`config.mk`:
```
export PLATFORM = sky130hd
export DESIGN_NAME = memSubsystem
export DESIGN_NICKNAME = d
export VERILOG_FILES = /design/src/common/memPkg.sv /design/src/hw/memArbiter.sv /design/src/hw/memArray.sv /design/src/hw/memPort.sv /design/src/hw/memSubsystem.sv /design/src/timing/cycleTimer.sv /design/src/timing/startupSequencer.sv
export VERILOG_INCLUDE_DIRS = /design/src /design/src/common
export SDC_FILE = /design/constraint.sdc
export NUM_CORES = 2
export LEC_CHECK = 0
export ABC_AREA = 0
export BUFFER_PORTS_ARGS = -buffer_cell sky130_fd_sc_hd__buf_2
export CAP_MARGIN = 25
export CELL_PAD_IN_SITES_DETAIL_PLACEMENT = 1
export CELL_PAD_IN_SITES_GLOBAL_PLACEMENT = 1
export CORE_UTILIZATION = 40
export CTS_BUF_LIST = sky130_fd_sc_hd__clkbuf_4
export DETAILED_ROUTE_END_ITERATION = 6
export PLACE_DENSITY_LB_ADDON = 0.08
export SLEW_MARGIN = 0
export SYNTH_ARGS = -nofsm -noshare
export SYNTH_HDL_FRONTEND = slang
export SYNTH_MEMORY_MAX_BITS = 65536
export SYNTH_SLANG_ARGS = --single-unit
```
`constraint.sdc`:
```
create_clock -name CLK -period 8.1 [get_ports CLK]
set_clock_uncertainty 0.2 [all_clocks]
set_input_delay 1.62 -clock CLK [delete_from_list [all_inputs] [get_ports CLK]]
set_output_delay 1.62 -clock CLK [all_outputs]
set_load 0.005 [all_outputs]
```
`src/common/mem_consts.svh`:
```
`ifndef MEM_CONSTS_SVH
`define MEM_CONSTS_SVH

// array geometry
`define MEM_ADDR_W 8
`define MEM_DATA_W 16

// refresh period timer, stepped once per E fall, 11 states per period
`define REF_TC 10
`define REF_URG_FROM 8
`define REF_TIMER_W 4

// startup step length and I/O priority window, both counted in refresh periods
`define INIT_PERIODS 4
`define INIT_CNT_W 3
`define QOS_PERIODS 15
`define QOS_W 4

// request FIFO depth per port, which is also the number of credits a client may hold
`define PORT_DEPTH 4
`define PORT_PTR_W 2
`define PORT_CNT_W 3

`define REF_ROW_W 8

// client ids carried in the src field
`define SRC_CPU 1'b0
`define SRC_IO 1'b1

`endif

```
`src/common/memPkg.sv`:
```
`default_nettype none
`include "mem_consts.svh"

package memPkg;

	// what the arbiter is asking the array to do
	typedef enum logic {
		kindAccess,
		kindRefresh
	} memKind_e;

	// ordinary read or write, as seen by the array
	typedef struct packed {
		logic write;
		logic [`MEM_ADDR_W-1:0] addr;
		logic [`MEM_DATA_W-1:0] wdata;
	} memAccess_s;

	// the refresh view pads the row out so it overlays the access view bit for bit
	typedef struct packed {
		logic [`MEM_ADDR_W+`MEM_DATA_W-`REF_ROW_W:0] pad;
		logic [`REF_ROW_W-1:0] row;
	} memRefresh_s;

	// one command word, decoded as an access or a refresh depending on kind
	typedef union packed {
		memAccess_s access;
		memRefresh_s refresh;
	} memCmd_u;

	typedef struct packed {
		memKind_e kind;
		logic src;
		memCmd_u cmd;
	} memReq_s;

	// what a client hands to its port
	typedef struct packed {
		logic write;
		logic [`MEM_ADDR_W-1:0] addr;
		logic [`MEM_DATA_W-1:0] wdata;
	} portReq_s;

	// read data on its way back, src picks the port it goes to
	typedef struct packed {
		logic src;
		logic [`MEM_DATA_W-1:0] rdata;
	} memRsp_s;

endpackage

`default_nettype wire

```
`src/hw/memArbiter.sv`:
```
`timescale 1ns/10ps
`default_nettype none
`include "mem_consts.svh"

module memArbiter (
	input logic CLK,
	input logic arstN,
	input logic refTick,
	input logic refReq,
	input logic refUrg,
	input logic cpuPending,
	input logic ioPending,
	input memPkg::portReq_s cpuHead,
	input memPkg::portReq_s ioHead,
	input logic arrRspValid,
	input memPkg::memRsp_s arrRsp,
	output logic cpuGrant,
	output logic ioGrant,
	output logic cmdValid,
	output memPkg::memReq_s cmd,
	output logic cpuRspValid,
	output logic ioRspValid,
	output memPkg::memRsp_s rsp,
	output logic [`REF_ROW_W-1:0] refRow
);

	import memPkg::*;

	logic [`QOS_W-1:0] qosCnt;
	logic qosOpen;
	logic refDone;
	logic refWant;
	logic pickRef;
	logic pickCpu;
	logic pickIo;
	portReq_s headSel;
	memReq_s nextCmd;

	assign qosOpen = (qosCnt != '0);

	// one refresh per period, and none on the boundary cycle itself
	// that cycle belongs to the old period and refDone is being cleared
	assign refWant = refReq && !refDone && !refTick;

	// fixed priority, only the order of the two ports depends on the QoS window
	always_comb begin
		pickRef = 1'b0;
		pickCpu = 1'b0;
		pickIo = 1'b0;
		if (refWant && refUrg) begin
			pickRef = 1'b1;
		end else if (qosOpen && ioPending) begin
			pickIo = 1'b1;
		end else if (cpuPending) begin
			pickCpu = 1'b1;
		end else if (ioPending) begin
			pickIo = 1'b1;
		end else if (refWant) begin
			pickRef = 1'b1;
		end
	end

	assign headSel = pickIo ? ioHead : cpuHead;

	// build the command word, the refresh view carries the row, the access view the request
	always_comb begin
		nextCmd = '0;
		if (pickRef) begin
			nextCmd.kind = kindRefresh;
			nextCmd.src = `SRC_CPU;
			nextCmd.cmd.refresh.row = refRow;
		end else begin
			nextCmd.kind = kindAccess;
			nextCmd.src = pickIo ? `SRC_IO : `SRC_CPU;
			nextCmd.cmd.access.write = headSel.write;
			nextCmd.cmd.access.addr = headSel.addr;
			nextCmd.cmd.access.wdata = headSel.wdata;
		end
	end

	// grant and command leave together, one cycle after the port showed pending
	always_ff @(posedge CLK or negedge arstN) begin
		if (!arstN) begin
			cpuGrant <= 1'b0;
			ioGrant <= 1'b0;
			cmdValid <= 1'b0;
		end else begin
			cpuGrant <= pickCpu;
			ioGrant <= pickIo;
			cmdValid <= pickRef || pickCpu || pickIo;
		end
	end

	always_ff @(posedge CLK) begin
		cmd <= nextCmd;
	end

	always_ff @(posedge CLK or negedge arstN) begin
		if (!arstN) begin
			refDone <= 1'b0;
			qosCnt <= '0;
			refRow <= '0;
		end else begin
			if (refTick) begin
				refDone <= 1'b0;
			end else if (pickRef) begin
				refDone <= 1'b1;
			end
			// every I/O access reopens the window, it then drains one per period
			if (pickIo) begin
				qosCnt <= `QOS_W'(`QOS_PERIODS);
			end else if (refTick && qosOpen) begin
				qosCnt <= qosCnt - 1'b1;
			end
			// row moves on once the refresh has gone out to the array
			if (cmdValid && (cmd.kind == kindRefresh)) refRow <= refRow + 1'b1;
		end
	end

	// read data goes back to whichever port issued it
	assign cpuRspValid = arrRspValid && (arrRsp.src == `SRC_CPU);
	assign ioRspValid = arrRspValid && (arrRsp.src == `SRC_IO);
	assign rsp = arrRsp;

endmodule

`default_nettype wire

```
`src/hw/memArray.sv`:
```
`timescale 1ns/10ps
`default_nettype none
`include "mem_consts.svh"

module memArray (
	input logic CLK,
	input logic arstN,
	input logic cmdValid,
	input memPkg::memReq_s cmd,
	output logic rspValid,
	output memPkg::memRsp_s rsp
);

	import memPkg::*;

	logic [`MEM_DATA_W-1:0] mem [2**`MEM_ADDR_W];
	memAccess_s acc;
	logic isAccess;
	logic doWrite;
	logic doRead;

	// the word only means an access when kind says so
	// a refresh passes through without touching the data
	assign acc = cmd.cmd.access;
	assign isAccess = cmdValid && (cmd.kind == kindAccess);
	assign doWrite = isAccess && acc.write;
	assign doRead = isAccess && !acc.write;

	// the command register in the arbiter is the first stage, this read register the second
	// a write lands at the end of its command cycle
	always_ff @(posedge CLK) begin
		if (doWrite) mem[acc.addr] <= acc.wdata;
		rsp.rdata <= mem[acc.addr];
		rsp.src <= cmd.src;
	end

	// writes are posted, only reads produce a response
	always_ff @(posedge CLK or negedge arstN) begin
		if (!arstN) begin
			rspValid <= 1'b0;
		end else begin
			rspValid <= doRead;
		end
	end

endmodule

`default_nettype wire

```
`src/hw/memPort.sv`:
```
`timescale 1ns/10ps
`default_nettype none
`include "mem_consts.svh"

module memPort (
	input logic CLK,
	input logic arstN,
	input logic ready,
	input logic reqValid,
	input memPkg::portReq_s req,
	input logic grant,
	input memPkg::memRsp_s rspIn,
	input logic rspInValid,
	output logic creditOut,
	output logic pending,
	output memPkg::portReq_s head,
	output logic rspValid,
	output logic [`MEM_DATA_W-1:0] rdata
);

	import memPkg::*;

	portReq_s fifo [`PORT_DEPTH];
	logic [`PORT_PTR_W-1:0] wrPtr;
	logic [`PORT_PTR_W-1:0] rdPtr;
	logic [`PORT_PTR_W-1:0] peekPtr;
	logic [`PORT_CNT_W-1:0] count;
	logic [`PORT_CNT_W-1:0] initCnt;
	logic push;
	logic pop;
	logic initCredit;

	// the client only sends while it holds a credit, so a push never finds the FIFO full
	assign push = ready && reqValid;
	assign pop = ready && grant;

	// a pop credit takes the slot, the next initial credit simply waits one cycle
	assign initCredit = ready && !grant && (initCnt != `PORT_CNT_W'(`PORT_DEPTH));
	assign creditOut = pop || initCredit;

	always_ff @(posedge CLK) begin
		if (push) fifo[wrPtr] <= req;
	end

	always_ff @(posedge CLK or negedge arstN) begin
		if (!arstN) begin
			wrPtr <= '0;
			rdPtr <= '0;
			count <= '0;
			initCnt <= '0;
		end else if (!ready) begin
			// sequencer left the run state, drop everything and start the credits over
			wrPtr <= '0;
			rdPtr <= '0;
			count <= '0;
			initCnt <= '0;
		end else begin
			if (push) wrPtr <= wrPtr + 1'b1;
			if (pop) rdPtr <= rdPtr + 1'b1;
			if (push && !pop) begin
				count <= count + 1'b1;
			end else if (pop && !push) begin
				count <= count - 1'b1;
			end
			if (initCredit) initCnt <= initCnt + 1'b1;
		end
	end

	// while grant is high the arbiter has already taken the head entry
	// so it sees the entry behind it and one entry fewer
	assign peekPtr = rdPtr + `PORT_PTR_W'(grant);
	assign pending = (count > `PORT_CNT_W'(grant));
	assign head = fifo[peekPtr];

	// response register, the last stage of the read path
	always_ff @(posedge CLK or negedge arstN) begin
		if (!arstN) begin
			rspValid <= 1'b0;
		end else begin
			rspValid <= rspInValid;
		end
	end

	always_ff @(posedge CLK) begin
		rdata <= rspIn.rdata;
	end

endmodule

`default_nettype wire

```
`src/hw/memSubsystem.sv`:
```
`timescale 1ns/10ps
`default_nettype none
`include "mem_consts.svh"

module memSubsystem (
	input logic CLK,
	input logic arstN,
	input logic eClk,
	input logic resetInN,
	input logic nmiInN,
	input logic cpuReqValid,
	input logic ioReqValid,
	input memPkg::portReq_s cpuReq,
	input memPkg::portReq_s ioReq,
	output logic cpuCredit,
	output logic ioCredit,
	output logic cpuRspValid,
	output logic ioRspValid,
	output logic [`MEM_DATA_W-1:0] cpuRdata,
	output logic [`MEM_DATA_W-1:0] ioRdata,
	output logic sysResetN,
	output logic busReqN,
	output logic addrOe,
	output logic [`REF_ROW_W-1:0] refRow
);

	import memPkg::*;

	logic refTick;
	logic refReq;
	logic refUrg;
	logic initTick;
	logic seqActive;
	logic ready;
	logic cpuPending;
	logic ioPending;
	logic cpuGrant;
	logic ioGrant;
	logic cmdValid;
	logic arrRspValid;
	logic cpuSteer;
	logic ioSteer;
	portReq_s cpuHead;
	portReq_s ioHead;
	memReq_s cmd;
	memRsp_s arrRsp;
	memRsp_s rsp;

	cycleTimer uCycleTimer (
		.CLK(CLK), .arstN(arstN), .eClk(eClk), .seqActive(seqActive),
		.refTick(refTick), .refReq(refReq), .refUrg(refUrg), .initTick(initTick)
	);

	startupSequencer uSequencer (
		.CLK(CLK), .arstN(arstN), .initTick(initTick), .resetInN(resetInN), .nmiInN(nmiInN),
		.sysResetN(sysResetN), .busReqN(busReqN), .addrOe(addrOe), .ready(ready),
		.seqActive(seqActive)
	);

	memPort uCpuPort (
		.CLK(CLK), .arstN(arstN), .ready(ready), .reqValid(cpuReqValid), .req(cpuReq),
		.grant(cpuGrant), .rspIn(rsp), .rspInValid(cpuSteer), .creditOut(cpuCredit),
		.pending(cpuPending), .head(cpuHead), .rspValid(cpuRspValid), .rdata(cpuRdata)
	);

	memPort uIoPort (
		.CLK(CLK), .arstN(arstN), .ready(ready), .reqValid(ioReqValid), .req(ioReq),
		.grant(ioGrant), .rspIn(rsp), .rspInValid(ioSteer), .creditOut(ioCredit),
		.pending(ioPending), .head(ioHead), .rspValid(ioRspValid), .rdata(ioRdata)
	);

	memArbiter uArbiter (
		.CLK(CLK), .arstN(arstN), .refTick(refTick), .refReq(refReq), .refUrg(refUrg),
		.cpuPending(cpuPending), .ioPending(ioPending), .cpuHead(cpuHead), .ioHead(ioHead),
		.arrRspValid(arrRspValid), .arrRsp(arrRsp), .cpuGrant(cpuGrant), .ioGrant(ioGrant),
		.cmdValid(cmdValid), .cmd(cmd), .cpuRspValid(cpuSteer), .ioRspValid(ioSteer),
		.rsp(rsp), .refRow(refRow)
	);

	memArray uArray (
		.CLK(CLK), .arstN(arstN), .cmdValid(cmdValid), .cmd(cmd),
		.rspValid(arrRspValid), .rsp(arrRsp)
	);

endmodule

`default_nettype wire

```
`src/timing/cycleTimer.sv`:
```
`timescale 1ns/10ps
`default_nettype none
`include "mem_consts.svh"

module cycleTimer (
	input logic CLK,
	input logic arstN,
	input logic eClk,
	input logic seqActive,
	output logic refTick,
	output logic refReq,
	output logic refUrg,
	output logic initTick
);

	logic [1:0] eSync;
	logic eLast;
	logic eFall;
	logic tcHit;
	logic [`REF_TIMER_W-1:0] timer;
	logic [`INIT_CNT_W-1:0] initCnt;

	// E is slow and unrelated to CLK, so it goes through two flops first
	// eLast holds the previous synchronized level for the edge detector
	always_ff @(posedge CLK or negedge arstN) begin
		if (!arstN) begin
			eSync <= '0;
			eLast <= 1'b0;
		end else begin
			eSync <= {eSync[0], eClk};
			eLast <= eSync[1];
		end
	end

	// high for one cycle, two edges after the pin falls, so the fall acts on the third edge
	assign eFall = eLast && !eSync[1];

	assign tcHit = (timer == `REF_TIMER_W'(`REF_TC));

	// period timer runs 0..REF_TC, one step per E fall
	// the flags are registered from the value the timer is leaving, so they line up
	// with the state being entered
	always_ff @(posedge CLK or negedge arstN) begin
		if (!arstN) begin
			timer <= '0;
			refReq <= 1'b0;
			refUrg <= 1'b0;
		end else if (eFall) begin
			if (tcHit) begin
				timer <= '0;
			end else begin
				timer <= timer + 1'b1;
			end
			// request drops only while the timer sits in state 0
			refReq <= !tcHit;
			// urgent over the last two states of the period
			refUrg <= (timer >= `REF_TIMER_W'(`REF_URG_FROM)) && !tcHit;
		end
	end

	// one-cycle marker for the period boundary
	assign refTick = eFall && tcHit;

	// the long timer only runs while the sequencer is still stepping
	// it is parked at zero in the run state so every startup starts from a clean count
	always_ff @(posedge CLK or negedge arstN) begin
		if (!arstN) begin
			initCnt <= '0;
		end else if (!seqActive) begin
			initCnt <= '0;
		end else if (refTick) begin
			if (initTick) begin
				initCnt <= '0;
			end else begin
				initCnt <= initCnt + 1'b1;
			end
		end
	end

	assign initTick = seqActive && refTick &&
		(initCnt == `INIT_CNT_W'(`INIT_PERIODS - 1));

endmodule

`default_nettype wire

```
`src/timing/startupSequencer.sv`:
```
`timescale 1ns/10ps
`default_nettype none

module startupSequencer (
	input logic CLK,
	input logic arstN,
	input logic initTick,
	input logic resetInN,
	input logic nmiInN,
	output logic sysResetN,
	output logic busReqN,
	output logic addrOe,
	output logic ready,
	output logic seqActive
);

	typedef enum logic [1:0] {
		stHold,
		stNmi,
		stAddr,
		stRun
	} seqState_e;

	seqState_e state;
	logic [1:0] resetSync;
	logic [1:0] nmiSync;
	logic nmiHeld;
	logic lookReset;

	// buttons idle high, so the synchronizers come out of reset as released
	always_ff @(posedge CLK or negedge arstN) begin
		if (!arstN) begin
			resetSync <= 2'b11;
			nmiSync <= 2'b11;
		end else begin
			resetSync <= {resetSync[0], resetInN};
			nmiSync <= {nmiSync[0], nmiInN};
		end
	end

	assign nmiHeld = !nmiSync[1];

	// arm the reset button only after it has been seen released in the run state
	// otherwise a button still held from power-up would loop the sequence forever
	always_ff @(posedge CLK or negedge arstN) begin
		if (!arstN) begin
			lookReset <= 1'b0;
		end else if (state != stRun) begin
			lookReset <= 1'b0;
		end else if (resetSync[1]) begin
			lookReset <= 1'b1;
		end
	end

	always_ff @(posedge CLK or negedge arstN) begin
		if (!arstN) begin
			state <= stHold;
			sysResetN <= 1'b0;
			busReqN <= 1'b0;
			addrOe <= 1'b0;
		end else begin
			case (state)
				stHold: begin
					if (initTick) state <= stNmi;
				end
				stNmi: begin
					// once NMI is seen the bus request stays off until the next startup
					if (nmiHeld) busReqN <= 1'b1;
					if (initTick && !nmiHeld) state <= stAddr;
				end
				stAddr: begin
					addrOe <= !busReqN;
					if (initTick) begin
						state <= stRun;
						sysResetN <= 1'b1;
					end
				end
				stRun: begin
					if (lookReset && !resetSync[1]) begin
						state <= stHold;
						sysResetN <= 1'b0;
						busReqN <= 1'b0;
						addrOe <= 1'b0;
					end
				end
				default: state <= stHold;
			endcase
		end
	end

	assign ready = (state == stRun);
	assign seqActive = (state != stRun);

endmodule

`default_nettype wire
```
==> impl_metrics.csv <==
group,metric,value,unit
outcome,status,"finished clean",
setup_path,end_kind,"primary output",
synth,yosysTopAreaCell,"edfxtp_1",
die,dieArea,0.419,sq mm
setup_path,worstPathMaxFanout,24,
clock_network,cts_setup_buffers,0,
die,row_count,236,
sta,grt_setup_unrepaired,"no",
global_routing,grt.busiest_layer,"met2",
sta,clock.fmax,183,MHz
synth,ys_ff_latch,4417,
sta,fin_crit,5.48,ns
global_routing,grt_antenna_before_repair,31,
place,io_buffers,103,
die,start_util,40.3,%
pwr,p_per_area,361,mW/mm^2
final_layout,nets,8892,
synth,synthArstFlopShare,1.38,%
clock_network,cts_tree,"done",
job,drv_cap,0,
synth,syn_area,0.167,sq mm
drt,wl_per_cell,32.3,um
global_routing,grt_use_met3,4.29,%
sta,min_period_over_period,67.6,%
clock_network,clkSinkCount,4417,
place,place_hpwl,277000,um
synth,yosysSeqAreaShare,79.0,%
die,coreArea,0.414,sq mm
clock_network,insertion_delay,1.73,ns
global_routing,grt-ovfl-total,0,
pwr,leakagePower,61.7,nW
global_routing,grt_use_met1,31.9,%
drt,drc,0,
global_routing,grtUsageMet2,38.1,%
final_layout,multi_input_area,0.0335,sq mm
clock_network,clockBufferDepth,5,
drt,drt_iter0_drc,7705,
clock_network,root_buffer,"clkbuf_4",
synth,synth-edff-count,4296,
clock_network,htreeDepth,7,
final_layout,layout_commonest_cell,"edfxtp_1",
final_layout,drive_above_1_share,38.0,%
final_layout,instances_no_fill,15129,
pwr,vdd_drop_max,0.337,mV
drt,wirelength,488000,um
sta,worst_pin_slew,1.44,ns
global_routing,grt_first_pass_wirelength,686000,um
die,die-width,647,um
setup_path,cp.required,6.28,ns
sta,setup_tns,0,ns
place,gp_congestion,0.765,
global_routing,grt_usage,23.5,%
final_layout,final_cell_mix,"4296 x edfxtp_1, 1834 x clkbuf_4, 1074 x mux4_2, 512 x a22oi_1, 375 x buf_4",
setup_path,arrival,3.66,ns
global_routing,first_global_vias,91708,
min_path,hold_class,"flip-flop to flip-flop",
final_layout,filler_cell_count,38052,
synth,synth_top_area_share,77.4,%
sta,finalMaxSlewViolations,0,
clock_network,postCtsResizedCells,0,
final_layout,regArea,0.132,sq mm
setup_path,start_kind,"flip-flop",
sta,setup_violations,0,
synth,synthFlopType,"edfxtp_1",
final_layout,utilization,46.6,%
setup_path,worstSetupPathType,"flip-flop to primary output",
die,chipHeight,647,um
place,numPlacedInstances,12954,
drt,postRouteAntennaNets,0,
drt,drtPass1Iterations,5,
sta,maxSlewHeadroom,4.03,%
clock_network,clkTransAtPathRegs,0.06,ns
synth,ys_warn_count,0,
final_layout,area_growth,15.7,%
synth,syn_avg_cell_area,22.5,sq um
synth,syn_nets,7481,
synth,synth_cell_types,51,
global_routing,grt_start_max_net_pins,181,
die,ios,104,
sta,hold_viol,0,
drt,viasPerCell,5.63,
clock_network,numCtsBuffers,1259,
drt,dr_total_vias,85189,
synth,synthTopCellsByArea,"edfxtp_1 77%, mux4_2 15%, a22oi_1 2.3%",
synth,synthCells,7397,
-- final timing paths --
kind	from	end	slack [ns]	cells after the start
worst max-delay path	uSequencer.state[0]$_DFFE_PN0P_	ioCredit	2.62	4
worst min-delay path	uArbiter.cmd[25]$_SDFF_PP0_	uArray.rsp[16]$_DFF_P_	0.13	0
worst max register to register	uArbiter.cmd[16]$_SDFF_PP0_	uArray.rsp[3]$_DFF_P_	3.22	8
worst min register to register	uArbiter.cmd[25]$_SDFF_PP0_	uArray.rsp[16]$_DFF_P_	0.13	0
max in group asynchronous	arstN	uArbiter.refDone$_DFFE_PN0P_	6.63	3
min in group asynchronous	arstN	uCpuPort.count[0]$_DFFE_PN0P_	0.52	3
-- area by class of cell --
cell class              count  area share, %
clock inverters           239          0.780
repair buffers            601           2.66
well taps                5474           3.55
inverters                  26         0.0506
multi-input cells        2503           17.4
clock buffers            1834           7.14
flip-flops and latches   4417           68.4
diodes                     35         0.0454
-- registers in the layout, summed over array words and instances, names as in the netlist, 3 cells and up --
name / count
uIoPort.initCnt: 3
uArray.mem: 4096
uIoPort.rdata: 16
uCpuPort.count: 3
uArbiter.qosCnt: 4
uArray.rsp: 17
uIoPort.fifo: 100
uCycleTimer.timer: 4
uIoPort.count: 3
uArbiter.cmd: 27
uCycleTimer.initCnt: 3
uCpuPort.fifo: 100
uCpuPort.initCnt: 3
uArbiter.refRow: 8
-- logic make-up (layout without fill, tap and decap cells) --
kind of cell               after synthesis  in the layout  share of synthesized area, %
muxes                                 1080           1080                          14.6
xor gates and xnor gates                25             25                         0.131
and+or+nand+nor                        466            466                          1.18
DFF                                   4417           4417                          79.0
AOI/OAI and AO/OA                      905            905                          3.68
buffers and inverters                  477           2700                          1.20
other                                    0             35                             0
adders and majority gates               27             27                         0.212
-- power by group --
part	total [mW]	leakage, nW	switching (mW)	internal [mW]
Clock	20.1	9.18	9.13	10.9
Combinational	19.6	12.4	12.9	6.77
Sequential	29.9	40.1	1.17	28.7
Total	69.6	61.7	23.2	46.4
-- critical path, cell delays in order, from the launching register on --
cell	delay (ns)
dfrtp_1	0.38
ha_1	0.61
inv_1	0.57
a31oi_1	0.34
buf_2	0.16
-- Yosys cell counts, drive strengths merged, types with 2 or more instances --
library cell	n
a21o	10
a21oi	272
a22o	8
a22oi	512
a31oi	2
and2	6
and3	11
and3b	2
buf	168
clkbuf	283
dfrtp	57
dfstp	4
dfxtp	60
edfxtp	4296
fa	2
ha	25
inv	25
mux2	2
mux2i	4
mux4	1074
nand2	87
nand2b	8
nand3	6
nand3b	2
nand4	18
nor2	297
nor2b	10
nor3	5
nor3b	5
nor4	2
nor4bb	2
o211ai	2
o21ai	28
o41ai	64
or3	2
xnor2	16
xor2	9
-- per-layer routing --
metal / vias up / part of all wire, % / wire (um)
met5: - / 0 / 0
met4: 0 / 2.4 / 11600
met3: 740 / 5.3 / 25700
met2: 2915 / 49 / 241000
met1: 46403 / 43 / 210000
li1: 35131 / - / -
-- stage by stage --
step	total power, mW	area (sq um)	setup WS, ns	hold slack, ns
after global placement	50.0	176000	2.12	0.119
after detailed placement	50.4	177000	3.08	0.114
after CTS	70.8	192000	2.24	0.128
after floorplan	41.8	167000	3.67	0.110
after global routing	72.6	193000	2.14	0.141
final	69.6	193000	2.62	0.125
-- timing repair --
| item | in CTS | in global routing |
|---|---|---|
| hold buffers | 56 | 0 |
| setup endpoints to repair | 0 | 0 |
| endpoints found under the hold margin | 264 | 0 |
(Power assumes the default switching activity.)
